`config.mk`:
```
export PLATFORM = sky130hd
export DESIGN_NAME = chan_mux_dynamic
export DESIGN_NICKNAME = d
export VERILOG_FILES = /design/src/hw/mem_chan_pkg.sv /design/src/hw/chan_mux_dynamic.sv
export SDC_FILE = /design/constraint.sdc
export NUM_CORES = 1
export LEC_CHECK = 0
export BUFFER_PORTS_ARGS = -buffer_cell sky130_fd_sc_hd__buf_2
export CAP_MARGIN = 15
export CORE_AREA = 4 4 311 313
export DETAILED_ROUTE_END_ITERATION = 8
export DIE_AREA = 0 0 315 317
export PLACE_DENSITY = 0.32
export SYNTH_ARGS = -nofsm -noshare
export SYNTH_HDL_FRONTEND = slang
export SYNTH_SLANG_ARGS = --single-unit
```
`constraint.sdc`:
```
create_clock -name clk_i -period 2.85 [get_ports clk_i]
set_input_delay 0.285 -clock clk_i [delete_from_list [all_inputs] [get_ports clk_i]]
set_output_delay 0.285 -clock clk_i [all_outputs]
set_load 0.005 [all_outputs]
```
`src/hw/mem_chan_pkg.sv`:
```
// Memory channel package.
// Widths, vector types and the request and response payloads that are
// shared by the channel multiplexer, the banks and the top level.

package mem_chan_pkg;

  // Bank geometry.
  localparam int unsigned MEM_AW = 8;   // Word address bits inside a bank.
  localparam int unsigned MEM_DW = 32;  // Data word width.
  localparam int unsigned MEM_BW = 4;   // Byte lanes per word.

  typedef logic [MEM_AW-1:0] addr_t;  // Word address within a bank.
  typedef logic [MEM_DW-1:0] data_t;  // Data word.
  typedef logic [MEM_BW-1:0] be_t;    // Bit n enables byte n.

  // Request payload that travels with req, 45 bits.
  typedef struct packed {
    addr_t add;   // Word address.
    logic  wen;   // High for read, low for write.
    be_t   be;    // Byte enables for writes.
    data_t data;  // Write data.
  } mem_req_t;

  // Response payload that travels with r_valid.
  typedef struct packed {
    data_t r_data;  // Read data, or the old word on a write.
  } mem_rsp_t;

endpackage

```
`src/hw/chan_mux_dynamic.sv`:
```
// Round-robin channel multiplexer.
// Funnels NB_IN_CHAN request channels onto NB_OUT_CHAN bank ports. Channel k
// belongs to port k mod NB_OUT_CHAN, in slot k div NB_OUT_CHAN. A shared
// rotating counter sets the slot priority in every group, and each response
// is steered back to the channel that was granted one cycle before.

module chan_mux_dynamic
  import mem_chan_pkg::*;
#(
  parameter int unsigned NB_IN_CHAN  = 8,
  parameter int unsigned NB_OUT_CHAN = 2
) (
  input  logic                       clk_i,
  input  logic                       rst_ni,
  input  logic                       clear,        // Resets the rotating counter.
  input  logic     [NB_IN_CHAN-1:0]  in_req,
  input  mem_req_t [NB_IN_CHAN-1:0]  in_payload,
  output logic     [NB_IN_CHAN-1:0]  in_gnt,
  output logic     [NB_IN_CHAN-1:0]  in_r_valid,
  output mem_rsp_t [NB_IN_CHAN-1:0]  in_rsp,
  output logic     [NB_OUT_CHAN-1:0] out_req,
  output mem_req_t [NB_OUT_CHAN-1:0] out_payload,
  input  logic     [NB_OUT_CHAN-1:0] out_gnt,
  input  logic     [NB_OUT_CHAN-1:0] out_r_valid,
  input  mem_rsp_t [NB_OUT_CHAN-1:0] out_rsp
);

  localparam int unsigned K      = NB_IN_CHAN / NB_OUT_CHAN;  // Slots per group.
  localparam int unsigned SLOT_W = (K > 1) ? $clog2(K) : 1;

  typedef logic [SLOT_W-1:0] slot_t;

  slot_t                   rr_q;        // Shared priority offset.
  logic                    rr_advance;
  slot_t [NB_OUT_CHAN-1:0] winner_d;    // Winning slot per port, this cycle.
  slot_t [NB_OUT_CHAN-1:0] winner_q;    // Winning slot of the previous cycle.
  logic  [NB_OUT_CHAN-1:0] req_q;       // Port had a request last cycle.

  // Rotate only when a grant happened while some request still lost.
  assign rr_advance = (|out_gnt) & (|(in_req & ~in_gnt));

  always_ff @(posedge clk_i or negedge rst_ni) begin : rr_counter
    if (!rst_ni) begin
      rr_q <= '0;
    end else if (clear) begin
      rr_q <= '0;
    end else if (rr_advance) begin
      if (rr_q == slot_t'(K - 1)) begin
        rr_q <= '0;  // Wrap at K.
      end else begin
        rr_q <= rr_q + slot_t'(1);
      end
    end
  end

  // Port i scans slots starting at (rr_q + i) mod K; first requester wins.
  always_comb begin : winner_search
    int unsigned base;
    int unsigned slot;
    logic        found;
    base = rr_q;
    for (int unsigned i = 0; i < NB_OUT_CHAN; i++) begin
      out_req[i]  = 1'b0;
      found       = 1'b0;
      winner_d[i] = slot_t'((base + i) % K);  // Head slot when idle.
      for (int unsigned s = 0; s < K; s++) begin
        slot = (base + i + s) % K;
        if (in_req[slot*NB_OUT_CHAN+i]) begin
          out_req[i] = 1'b1;  // OR of the group.
          if (!found) begin
            winner_d[i] = slot_t'(slot);
            found       = 1'b1;
          end
        end
      end
    end
  end

  // Forward the winner's payload to its bank port.
  always_comb begin : payload_mux
    for (int unsigned i = 0; i < NB_OUT_CHAN; i++) begin
      out_payload[i] = in_payload[winner_d[i]*NB_OUT_CHAN+i];
    end
  end

  // Remember who was served, for the response one cycle later.
  always_ff @(posedge clk_i or negedge rst_ni) begin : winner_reg
    if (!rst_ni) begin
      winner_q <= '0;
      req_q    <= '0;
    end else begin
      winner_q <= winner_d;
      req_q    <= out_req;
    end
  end

  // Grant goes to this cycle's winner, response to last cycle's winner.
  always_comb begin : steer
    in_gnt     = '0;
    in_r_valid = '0;
    in_rsp     = '0;  // Losers see zero.
    for (int unsigned i = 0; i < NB_OUT_CHAN; i++) begin
      in_gnt[winner_d[i]*NB_OUT_CHAN+i]     = out_gnt[i];
      in_r_valid[winner_q[i]*NB_OUT_CHAN+i] = out_r_valid[i] & req_q[i];
      in_rsp[winner_q[i]*NB_OUT_CHAN+i]     = out_rsp[i];
    end
  end

endmodule

```
==> results of run 1 <==
==> synthesized netlist by cell type, types with 2 or more instances <==
master,count,area [sq um]
inv_1,5,18.8
nand4_1,3,18.8
a31oi_1,90,563
mux2i_1,4,40.0
buf_1,3,11.3
inv_2,3,11.3
dfrtp_1,8,200
nand3b_1,3,22.5
and3_1,112,701
and2_1,195,1220
buf_6,4,45.0
o21ai_0,7,35.0
buf_2,13,65.1
nor3b_1,2,15.0
clkbuf_1,66,248
a211oi_1,46,345
a21oi_1,6,30.0
nor2_1,20,75.1
nor3_1,6,30.0
buf_4,15,113
o211ai_1,3,22.5
nand2_1,279,1050
o211ai_2,2,25.0
nand2b_1,3,18.8
nor2b_1,55,344
nor4b_1,2,17.5
o41ai_1,2,17.5
==> state kept, by name (all words and copies together), names as in the netlist <==
register and cells:
winner_q 4, rr_q 2, req_q 2
==> power by group through the flow <==
stage / clock network [W] / logic [W] / registers (W)
after floorplan: 0 / 0.00336 / 0.000156
after global placement: 0 / 0.00738 / 0.000288
after detailed placement: 0 / 0.00731 / 0.000285
after CTS: 0.000251 / 0.00909 / 0.000287
after global routing: 0.000260 / 0.0107 / 0.000288
final: 0.000244 / 0.00998 / 0.000265
==> area by class of cell <==
type,count,area share
inverter,8,0.00472
timing repair buffer,941,0.433
sequential,8,0.0143
antenna,12,0.00214
tap,1265,0.113
multi-input combinational,864,0.428
clock buffer,3,0.00535
==> worst max path at each step <==
stage                       to  slack [ns]  cells past startpoint
2_1_floorplan  out_payload[33]        0.14                     13
3_3_place_gp    out_payload[3]       -0.30                     13
3_5_place_dp    out_payload[3]       -0.36                     13
4_1_cts        out_payload[41]       -0.18                     13
5_1_grt        out_payload[37]       -0.32                     14
6_report        out_payload[1]       -0.19                     14
==> per-layer routing <==
layer | wire length [um] | vias to the layer above
met5 | 54 | -
met2 | 30600 | 531
met4 | 862 | 8
met3 | 5450 | 54
met1 | 32700 | 5038
li1 | - | 5060
==> per-stage QoR <==
step	setup slack [ns]	util	power, W
after global routing	-0.316	0.149	0.0113
after detailed placement	-0.356	0.122	0.00759
after global placement	-0.304	0.122	0.00767
after CTS	-0.176	0.137	0.00962
final	-0.187	0.149	0.0105
after floorplan	0.141	-	0.00352
==> kinds of logic after synthesis <==
family / count (synthesis)
fa+ha+maj: 1
compound gates: 169
mux: 5
flops: 8
simple gates: 689
buf+inv: 109
==> timing repair <==
action	CTS	global route
setup endpoints to repair	93	98
pin swaps	54	82
gates cloned	17	7
buffers inserted	21	13
gates resized for setup	170	197
endpoints found under the hold margin	8	0
hold buffers	1	0
==> flow_summary.json, run 1 <==
{
  "num_vias": 10691,
  "die_w_um": 315,
  "slew_headroom": 0.489,
  "layout_commonest_cell": "buf_2",
  "cp_top_family": "simple AND/OR/NAND/NOR gates",
  "die-height_um": 317,
  "crit_arrival_ns": 2.75,
  "max_cap_viol_count": 0,
  "required_ns": 2.57,
  "drc": 0,
  "min_path_cells": 2,
  "drv_slew": 0,
  "power_leakage_nw": 7.27,
  "nFillCells": 11060,
  "coreArea_sq_um": 94300,
  "met1_usage": 0.186,
  "grt_max_degree": 35,
  "cp_cell_sequence": "ha_4 > nand2b_1 > or4_1 > and4_4 > nand3_4 > nand2b_4 > inv_8 > buf_6 > buf_12 > clkbuf_16 > nor2b_1 > a211oi_1 > a31oi_1 > buf_2",
  "finalCritPeriodShare": 1.07,
  "setup_tns_ns": -8.38,
  "critPathLaunchType": "flop",
  "place_congestion": 0.878,
  "grt_pass1_vias": 9864,
  "min_to": "rr_q[0]",
  "crit_path_end_kind": "output port",
  "sw_frac_of_total": 0.506,
  "cts_sinks": 8,
  "hold_start": "clear",
  "synth-simple-area-share": 0.649,
  "synth-compound-area-share": 0.210,
  "yosys_warnings": 0,
  "async_flop_share": 1.00,
  "worst_pin_slew_ns": 0.767,
  "reg2reg_to": "rr_q[1]",
  "synth_edf_count": 0,
  "via_per_inst": 3.45,
  "synth_nets": 1421,
  "max_freq_mhz": 329,
  "yosys.area_share.xor_xnor": 0,
  "ant_nets": 0,
  "worstSkewPairLatency_ns": 0.24,
  "max_stage_delay_ns": 0.42,
  "p_comb_frac": 0.952,
  "wire_per_inst_um": 22.5,
  "cts_max_level": 1,
  "drive_gt1_frac": 0.632,
  "placedCellCount": 3036,
  "outcome": "finished, violations left",
  "hold_class": "input port to flop",
  "syn_inst": 981,
  "whs_ns": 0.307,
  "fin_skew_ns": 0.00596,
  "ys_types": 51,
  "cp_num_buf_inv": 5,
  "ios": 803,
  "die-area_sq_um": 99900,
  "placed_cell_area_sq_um": 11600,
  "layout_common_cells": "794 x buf_2, 218 x nand2_1, 194 x and2_1, 86 x and3_1, 73 x a31oi_1",
  "start_util": 0.0586,
  "portBuffers": 802,
  "seq_area_frac_synth": 0.0362,
  "dpl.hpwl_mm": 58.3,
  "vdd_drop_max_uv": 322,
  "clkPwrFrac": 0.023,
  "grt_usage": 0.126,
  "cpMaxStageDelayCell": "or4_1",
  "violations": "setup timing",
  "layout.nets": 2266,
  "ff2ff_setup_slack_ns": 0.04,
  "grt_pass1_wl_mm": 87.2,
  "syn_area_sq_um": 5530,
  "yosys_most_used_dff": "dfrtp_1",
  "cts_tree": "built",
  "clkTransAtPathRegs_ns": 0.04,
  "firstDrtPassIters": 5,
  "switchingPower_w": 0.00531,
  "fin_area_sq_um": 14000,
  "reg2reg_depth": 15,
  "setup_viol": 90,
  "rr_startpoint": "rr_q[0]",
  "synth_top_family_by_area": "simple AND/OR/NAND/NOR gates",
  "crit_type": "flop to output port",
  "fin_ws_ns": -0.187,
  "critPathLaunch": "rr_q[0]",
  "hold_violations": 0,
  "synth_fa_ha_area_frac": 0.00226,
  "crit_fanout": 7,
  "syn_to_final_growth_pct": 154,
  "ys_ff_latch": 8,
  "multi_input_area_sq_um": 6000,
  "rows": 113,
  "clk_path_buf_depth": 2,
  "antenna_found_initial": 49,
  "grt-ovfl-total": 0,
  "rsz0062_at_grt": "true",
  "cts_root_buffer": "clkbuf_16",
  "met2_usage": 0.193,
  "totalWireLength_mm": 69.7,
  "synth.avg_cell_area_sq_um": 5.63,
  "gr-usage-met3": 0.0255,
  "p_per_area_nw_per_um2": 747,
  "regArea_sq_um": 200,
  "final_cells": 3101,
  "busiest_layer": "met2",
  "cts_buffers": 3,
  "drt_iter0_markers": 615,
  "period_needed_ns": 3.04,
  "power_frac_seq": 0.025,
  "p_int_w": 0.00518,
  "yosys-mux-area-fraction": 0.00996
}
(Power assumes the default switching activity.)
==> run 2, diff against run 1 <==
Settings changed: CELL_PAD_IN_SITES_DETAIL_PLACEMENT set to 0, CELL_PAD_IN_SITES_GLOBAL_PLACEMENT set to 1, CORE_AREA 4 4 311 313 to 4 4 312 314, DIE_AREA 0 0 315 317 to 0 0 316 318, HOLD_SLACK_MARGIN set to 0.02, PLACE_DENSITY 0.32 to 0.43, RECOVER_POWER set to 25.
==> run 2 against run 1 <==
The flow still finishes with violations (setup timing). Die area increased by 0.63%. Design area decreased by 4.5%. Largest power group unchanged. Register-to-register slack got worse by 0.09 ns. Critical path depth decreased by 1. Sequential power decreased by 19%. Global-route usage decreased by 0.81 points. Largest cell class unchanged. First-iteration DRC count decreased by 7.5%. Sequential share of layout area increased by 0.067 points. Critical path type unchanged.
==> flow_summary.json, run 2 (synthesized netlist as in run 1, its figures left out) <==
{
  "power_leakage_nw": 6.89,
  "dr_wl_met3_mm": 4.79,
  "drive_gt1_frac": 0.577,
  "rr_startpoint": "rr_q[0]",
  "grt_usage": 0.118,
  "ff2ff_setup_slack_ns": -0.05,
  "grt_pass1_wl_mm": 83.2,
  "max_freq_mhz": 329,
  "rows": 113,
  "placedCellCount": 3049,
  "vdd_drop_max_uv": 208,
  "hold_class": "input port to flop",
  "reg2reg_to": "rr_q[0]",
  "min_to": "rr_q[1]",
  "max_stage_delay_ns": 0.40,
  "clkTransAtPathRegs_ns": 0.04,
  "place_congestion": 0.887,
  "crit_arrival_ns": 2.76,
  "syn_to_final_growth_pct": 143,
  "via_per_inst": 3.36,
  "drv_slew": 0,
  "coreArea_sq_um": 94600,
  "setup_viol": 83,
  "slew_headroom": 0.390,
  "required_ns": 2.57,
  "die-height_um": 318,
  "cts_buffers": 3,
  "wire_per_inst_um": 21.6,
  "top_register": "winner_q",
  "clk_path_buf_depth": 2,
  "p_per_area_nw_per_um2": 730,
  "die-area_sq_um": 100000,
  "die_w_um": 316,
  "wl_met1_mm": 30.9,
  "worst_pin_slew_ns": 0.916,
  "crit_path_end_kind": "output port",
  "max_cap_viol_count": 0,
  "critPathMostFrequentCell": "buf_6",
  "largest_reg_flops": 4,
  "firstDrtPassIters": 5,
  "grt-ovfl-total": 0,
  "period_needed_ns": 3.04,
  "cp_cell_sequence": "ha_4 > buf_6 > nor2_2 > a221o_1 > o22ai_4 > buf_8 > buf_12 > buf_12 > nand2_4 > and3_4 > a31oi_4 > buf_6 > buf_6",
  "cpMaxStageDelayCell": "dfrtp_1",
  "layout.nets": 2275,
  "grt_max_degree": 36,
  "route.met2.wl_mm": 31.1,
  "cts_tree": "built",
  "cts_sinks": 8,
  "worstSkewPairLatency_ns": 0.25,
  "violations": "setup timing",
  "ios": 803,
  "hold_violations": 0,
  "hold_start": "clear",
  "largestRegisters": "winner_q (4), req_q (2), rr_q (2)",
  "antenna_found_initial": 28,
  "finalCritPeriodShare": 1.07,
  "dpl.hpwl_mm": 56.3,
  "rsz0062_at_grt": "true",
  "grt_pass1_vias": 9762,
  "num_vias": 10454,
  "drt_iter0_markers": 569,
  "fin_ws_ns": -0.192,
  "layout_commonest_cell": "buf_2",
  "portBuffers": 802,
  "cts_root_buffer": "clkbuf_16",
  "layout_common_cells": "750 x buf_2, 238 x nand2_1, 191 x and2_1, 86 x and3_1, 79 x a31oi_1",
  "outcome": "finished, violations left",
  "ant_nets": 0,
  "reg2reg_depth": 15,
  "critPathLaunchType": "flop",
  "totalWireLength_mm": 67.2,
  "cts_max_level": 1,
  "crit_type": "flop to output port",
  "start_util": 0.0584,
  "min_path_cells": 2,
  "crit_fanout": 6,
  "fin_area_sq_um": 13400,
  "nFillCells": 11161,
  "final_cells": 3112,
  "drc": 0,
  "placed_cell_area_sq_um": 11700,
  "power_w": 0.00979,
  "top_layer": "met5",
  "fin_skew_ns": 0.00181
}
==> run 2: repair_timing <==
action | CTS | global route
hold buffers | 1 | 0
gates cloned | 5 | 13
gates resized for setup | 74 | 169
hold endpoints to repair | 8 | 0
setup buffers | 11 | 20
pin swaps | 25 | 51
setup endpoints to repair | 94 | 97
==> run 2: area by class of cell <==
| class | count | area [sq um] | share of cell area |
|---|---|---|---|
| diodes | 14 | 35.0 | 0.00261 |
| repair buffers | 950 | 5940 | 0.443 |
| inverters | 8 | 45.0 | 0.00336 |
| multi-input cells | 864 | 5540 | 0.413 |
| clock buffers | 3 | 75.1 | 0.00560 |
| well taps | 1265 | 1580 | 0.118 |
| flip-flops and latches | 8 | 200 | 0.0149 |
==> run 2: power breakdown <==
group | leakage, nW | switching [W] | internal, W
Clock | 0.0371 | 0.0000756 | 0.000183
Combinational | 6.76 | 0.00481 | 0.00450
Sequential | 0.0921 | 0.0000727 | 0.000142
==> run 2: how the worst max path moves through the flow <==
stage / start / to / slack, ns
finish: rr_q[0] / out_payload[73] / -0.19
global route: rr_q[1] / out_payload[73] / -0.30
CTS: rr_q[0] / out_payload[2] / -0.18
detailed placement: rr_q[0] / out_payload[41] / -0.20
global placement: rr_q[0] / out_payload[5] / -0.14
floorplan: rr_q[1] / out_payload[33] / 0.14
==> run 2: through the flow <==
step                hold slack (ns)   util  worst slack (ns)  TNS, ns
finish                        0.278  0.142            -0.192    -7.80
global route                  0.296  0.141            -0.295   -19.20
CTS                           0.262  0.130            -0.175   -10.23
detailed placement            0.208  0.124            -0.199    -1.81
global placement              0.205  0.124            -0.136   -0.795
floorplan                   -0.0106      -             0.141        0
==> run 2: critical path, delay by kind of cell (launching register included) <==
| family | cells | cell delay, ns |
|---|---|---|
| flops | 1 | 0.40 |
| compound gates | 3 | 0.71 |
| simple gates | 3 | 0.23 |
| buf+inv | 6 | 0.82 |
| fa+ha+maj | 1 | 0.32 |
==> run 2: metal layers <==
metal,GRT usage,vias up
met5,0,-
met4,0.00415,10
met3,0.0285,36
met2,0.199,450
met1,0.160,4900
li1,-,5058
==> run 3, diff against run 2 <==
--- a/config.mk
+++ b/config.mk
@@ -7,5 +7,4 @@
 export LEC_CHECK = 0
 export BUFFER_PORTS_ARGS = -buffer_cell sky130_fd_sc_hd__buf_2
-export CAP_MARGIN = 15
 export CELL_PAD_IN_SITES_DETAIL_PLACEMENT = 0
 export CELL_PAD_IN_SITES_GLOBAL_PLACEMENT = 1
==> constraint.sdc (replaced) <==
create_clock -name clk_i -period 2.85 [get_ports clk_i]
set_input_delay 0.57 -clock clk_i [delete_from_list [all_inputs] [get_ports clk_i]]
set_output_delay 0.57 -clock clk_i [all_outputs]
set_load 0.005 [all_outputs]
==> run 3 against run 2 <==
The run still ends with setup timing left. Via count grew 1.7%. Clock power hardly changed. Die area unchanged. First-iteration DRC count decreased by 50%. Combinational power grew 6.3%. Worst hold slack better by 0.029 ns. Global-route usage fell by 0.94 points. Flip-flop and latch count did not move. Critical endpoint is now in_gnt[4].
==> flow_summary.json, run 3 (synthesized netlist as in run 1, its figures left out) <==
{
  "max_freq_mhz": 298,
  "drv_slew": 0,
  "totalWireLength_mm": 61.2,
  "layout_commonest_cell": "buf_2",
  "nFillCells": 11123,
  "grt_usage": 0.109,
  "setup_viol": 100,
  "critPathLaunchType": "flop",
  "required_ns": 2.28,
  "vdd_drop_max_uv": 302,
  "grt_pass1_vias": 10537,
  "portBuffers": 802,
  "grt_max_degree": 46,
  "fin_ws_ns": -0.507,
  "cts_root_buffer": "clkbuf_16",
  "cts_hold_buf": 0,
  "drc": 0,
  "setup_tns_ns": -39.55,
  "power_w": 0.0104,
  "firstDrtPassIters": 5,
  "worst_pin_slew_ns": 0.898,
  "crit_arrival_ns": 2.79,
  "num_vias": 10627,
  "antenna_found_initial": 22,
  "via_per_inst": 3.38,
  "crit_type": "flop to output port",
  "layout.nets": 2324,
  "period_needed_ns": 3.36,
  "cp_num_buf_inv": 7,
  "fin_skew_ns": 0.00712,
  "max_stage_delay_ns": 0.40,
  "die-height_um": 318,
  "drt_iter0_markers": 284,
  "placedCellCount": 3054,
  "largestRegisters": "winner_q (4), req_q (2), rr_q (2)",
  "crit_path_end_kind": "output port",
  "whs_ns": 0.307,
  "grt_pass1_wl_mm": 79.7,
  "n_antenna_cell": 0,
  "cts_tree": "built",
  "rows": 113,
  "finalCritPeriodShare": 1.18,
  "place_congestion": 0.815,
  "cp_top_family": "buffers and inverters",
  "grt-ovfl-total": 0,
  "violations": "setup timing",
  "p_per_area_nw_per_um2": 736,
  "die-area_sq_um": 100000,
  "rsz0062_at_grt": "true",
  "regArea_sq_um": 201,
  "top_register": "winner_q",
  "cpMaxStageDelayCell": "dfrtp_1",
  "dpl.hpwl_mm": 49.8,
  "multi_input_area_sq_um": 5530,
  "coreArea_sq_um": 94600,
  "power_leakage_nw": 7.35,
  "slew_headroom": 0.402,
  "crit_fanout": 7,
  "ios": 803,
  "hold_class": "input port to asynchronous set/reset pin",
  "outcome": "finished, violations left",
  "layout_common_cells": "748 x buf_2, 263 x nand2_1, 194 x and2_1, 105 x buf_4, 97 x and3_1",
  "ant_nets": 0,
  "cp_cell_sequence": "ha_4 > buf_6 > buf_4 > or3_1 > a31o_2 > nand3_4 > nand2b_4 > buf_4 > buf_12 > buf_4 > buf_6 > nor3_4 > buf_6",
  "start_util": 0.0584,
  "wire_per_inst_um": 19.4,
  "die_w_um": 316,
  "drive_gt1_frac": 0.576,
  "clk_path_buf_depth": 2,
  "worstSkewPairLatency_ns": 0.24,
  "cts_buffers": 3,
  "largest_reg_flops": 4,
  "max_cap_viol_count": 0,
  "clkTransAtPathRegs_ns": 0.04,
  "cts_sinks": 8,
  "final_cells": 3148,
  "fin_area_sq_um": 14100,
  "cts_max_level": 1,
  "syn_to_final_growth_pct": 156,
  "hold_violations": 0,
  "placed_cell_area_sq_um": 11700
}
[run 3: cell count changes in the layout (fill, tap and decap cells not counted), moves of 9 or more]
| cell | previous run | this run |
|---|---|---|
| buf_4 | 68 | 105 |
| nand2_1 | 238 | 263 |
| nand2_2 | 32 | 13 |
| diode_2 | 14 | 0 |
| and3_1 | 86 | 97 |
| and3_4 | 26 | 15 |
| buf_12 | 24 | 33 |
[run 3: path summary, 6_finish.rpt]
| check | start | end | slack (ns) | depth (start not counted) |
|---|---|---|---|---|
| setup / recovery | rr_q[0] | in_gnt[4] | -0.51 | 13 |
| hold / removal | rst_ni | req_q[0] | 0.31 | 1 |
| setup reg to reg | rr_q[1] | rr_q[0] | -0.29 | 15 |
| hold reg to reg | rr_q[1] | rr_q[0] | 0.71 | 4 |
| max in group asynchronous | rst_ni | rr_q[1] | 2.12 | 1 |
| min in group clk_i | clear | rr_q[1] | 0.58 | 2 |
[run 3: metal layers]
metal / global-route usage / up-vias / part of all wire
li1: - / 5154 / -
met1: 0.131 / 4927 / 0.41
met2: 0.206 / 495 / 0.51
met3: 0.0211 / 43 / 0.073
met4: 0.00831 / 8 / 0.0089
met5: 0 / - / 0.0010
[run 3: timing repair]
item / in CTS / in global routing
setup buffers: 44 / 23
pin swaps: 31 / 27
setup endpoints to repair: 100 / 100
gates resized for setup: 139 / 116
cloned: 15 / 12
[run 3: per-stage QoR]
| stage | util | setup slack, ns |
|---|---|---|
| global route | 0.150 | -0.633 |
| finish | 0.150 | -0.507 |
| detailed placement | 0.124 | -0.641 |
| global placement | 0.124 | -0.620 |
| floorplan | - | 0.00355 |
| CTS | 0.139 | -0.585 |
[run 3: final cells by class]
type | count | share of cell area
tap | 1265 | 0.112
timing repair buffer | 999 | 0.474
sequential | 8 | 0.0142
multi-input combinational | 864 | 0.391
clock buffer | 4 | 0.00557
inverter | 8 | 0.00389
[run 3: worst register-to-register path: stages (launching register included)]
cell	delay, ns
dfrtp_2	0.41
ha_4	0.29
buf_6	0.14
mux2i_4	0.23
buf_4	0.13
nor2_1	0.04
a21oi_2	0.19
o211ai_4	0.14
buf_12	0.16
clkbuf_16	0.17
buf_8	0.13
buf_4	0.13
o41ai_4	0.30
o32ai_2	0.13
buf_4	0.17
o41ai_1	0.26
[run 3: where the power goes]
part           leakage (nW)  switching (W)  internal [W]
clock network        0.0382      0.0000678      0.000188
logic                  7.22        0.00480       0.00510
registers            0.0907       0.000108      0.000142
total                  7.35        0.00497       0.00543
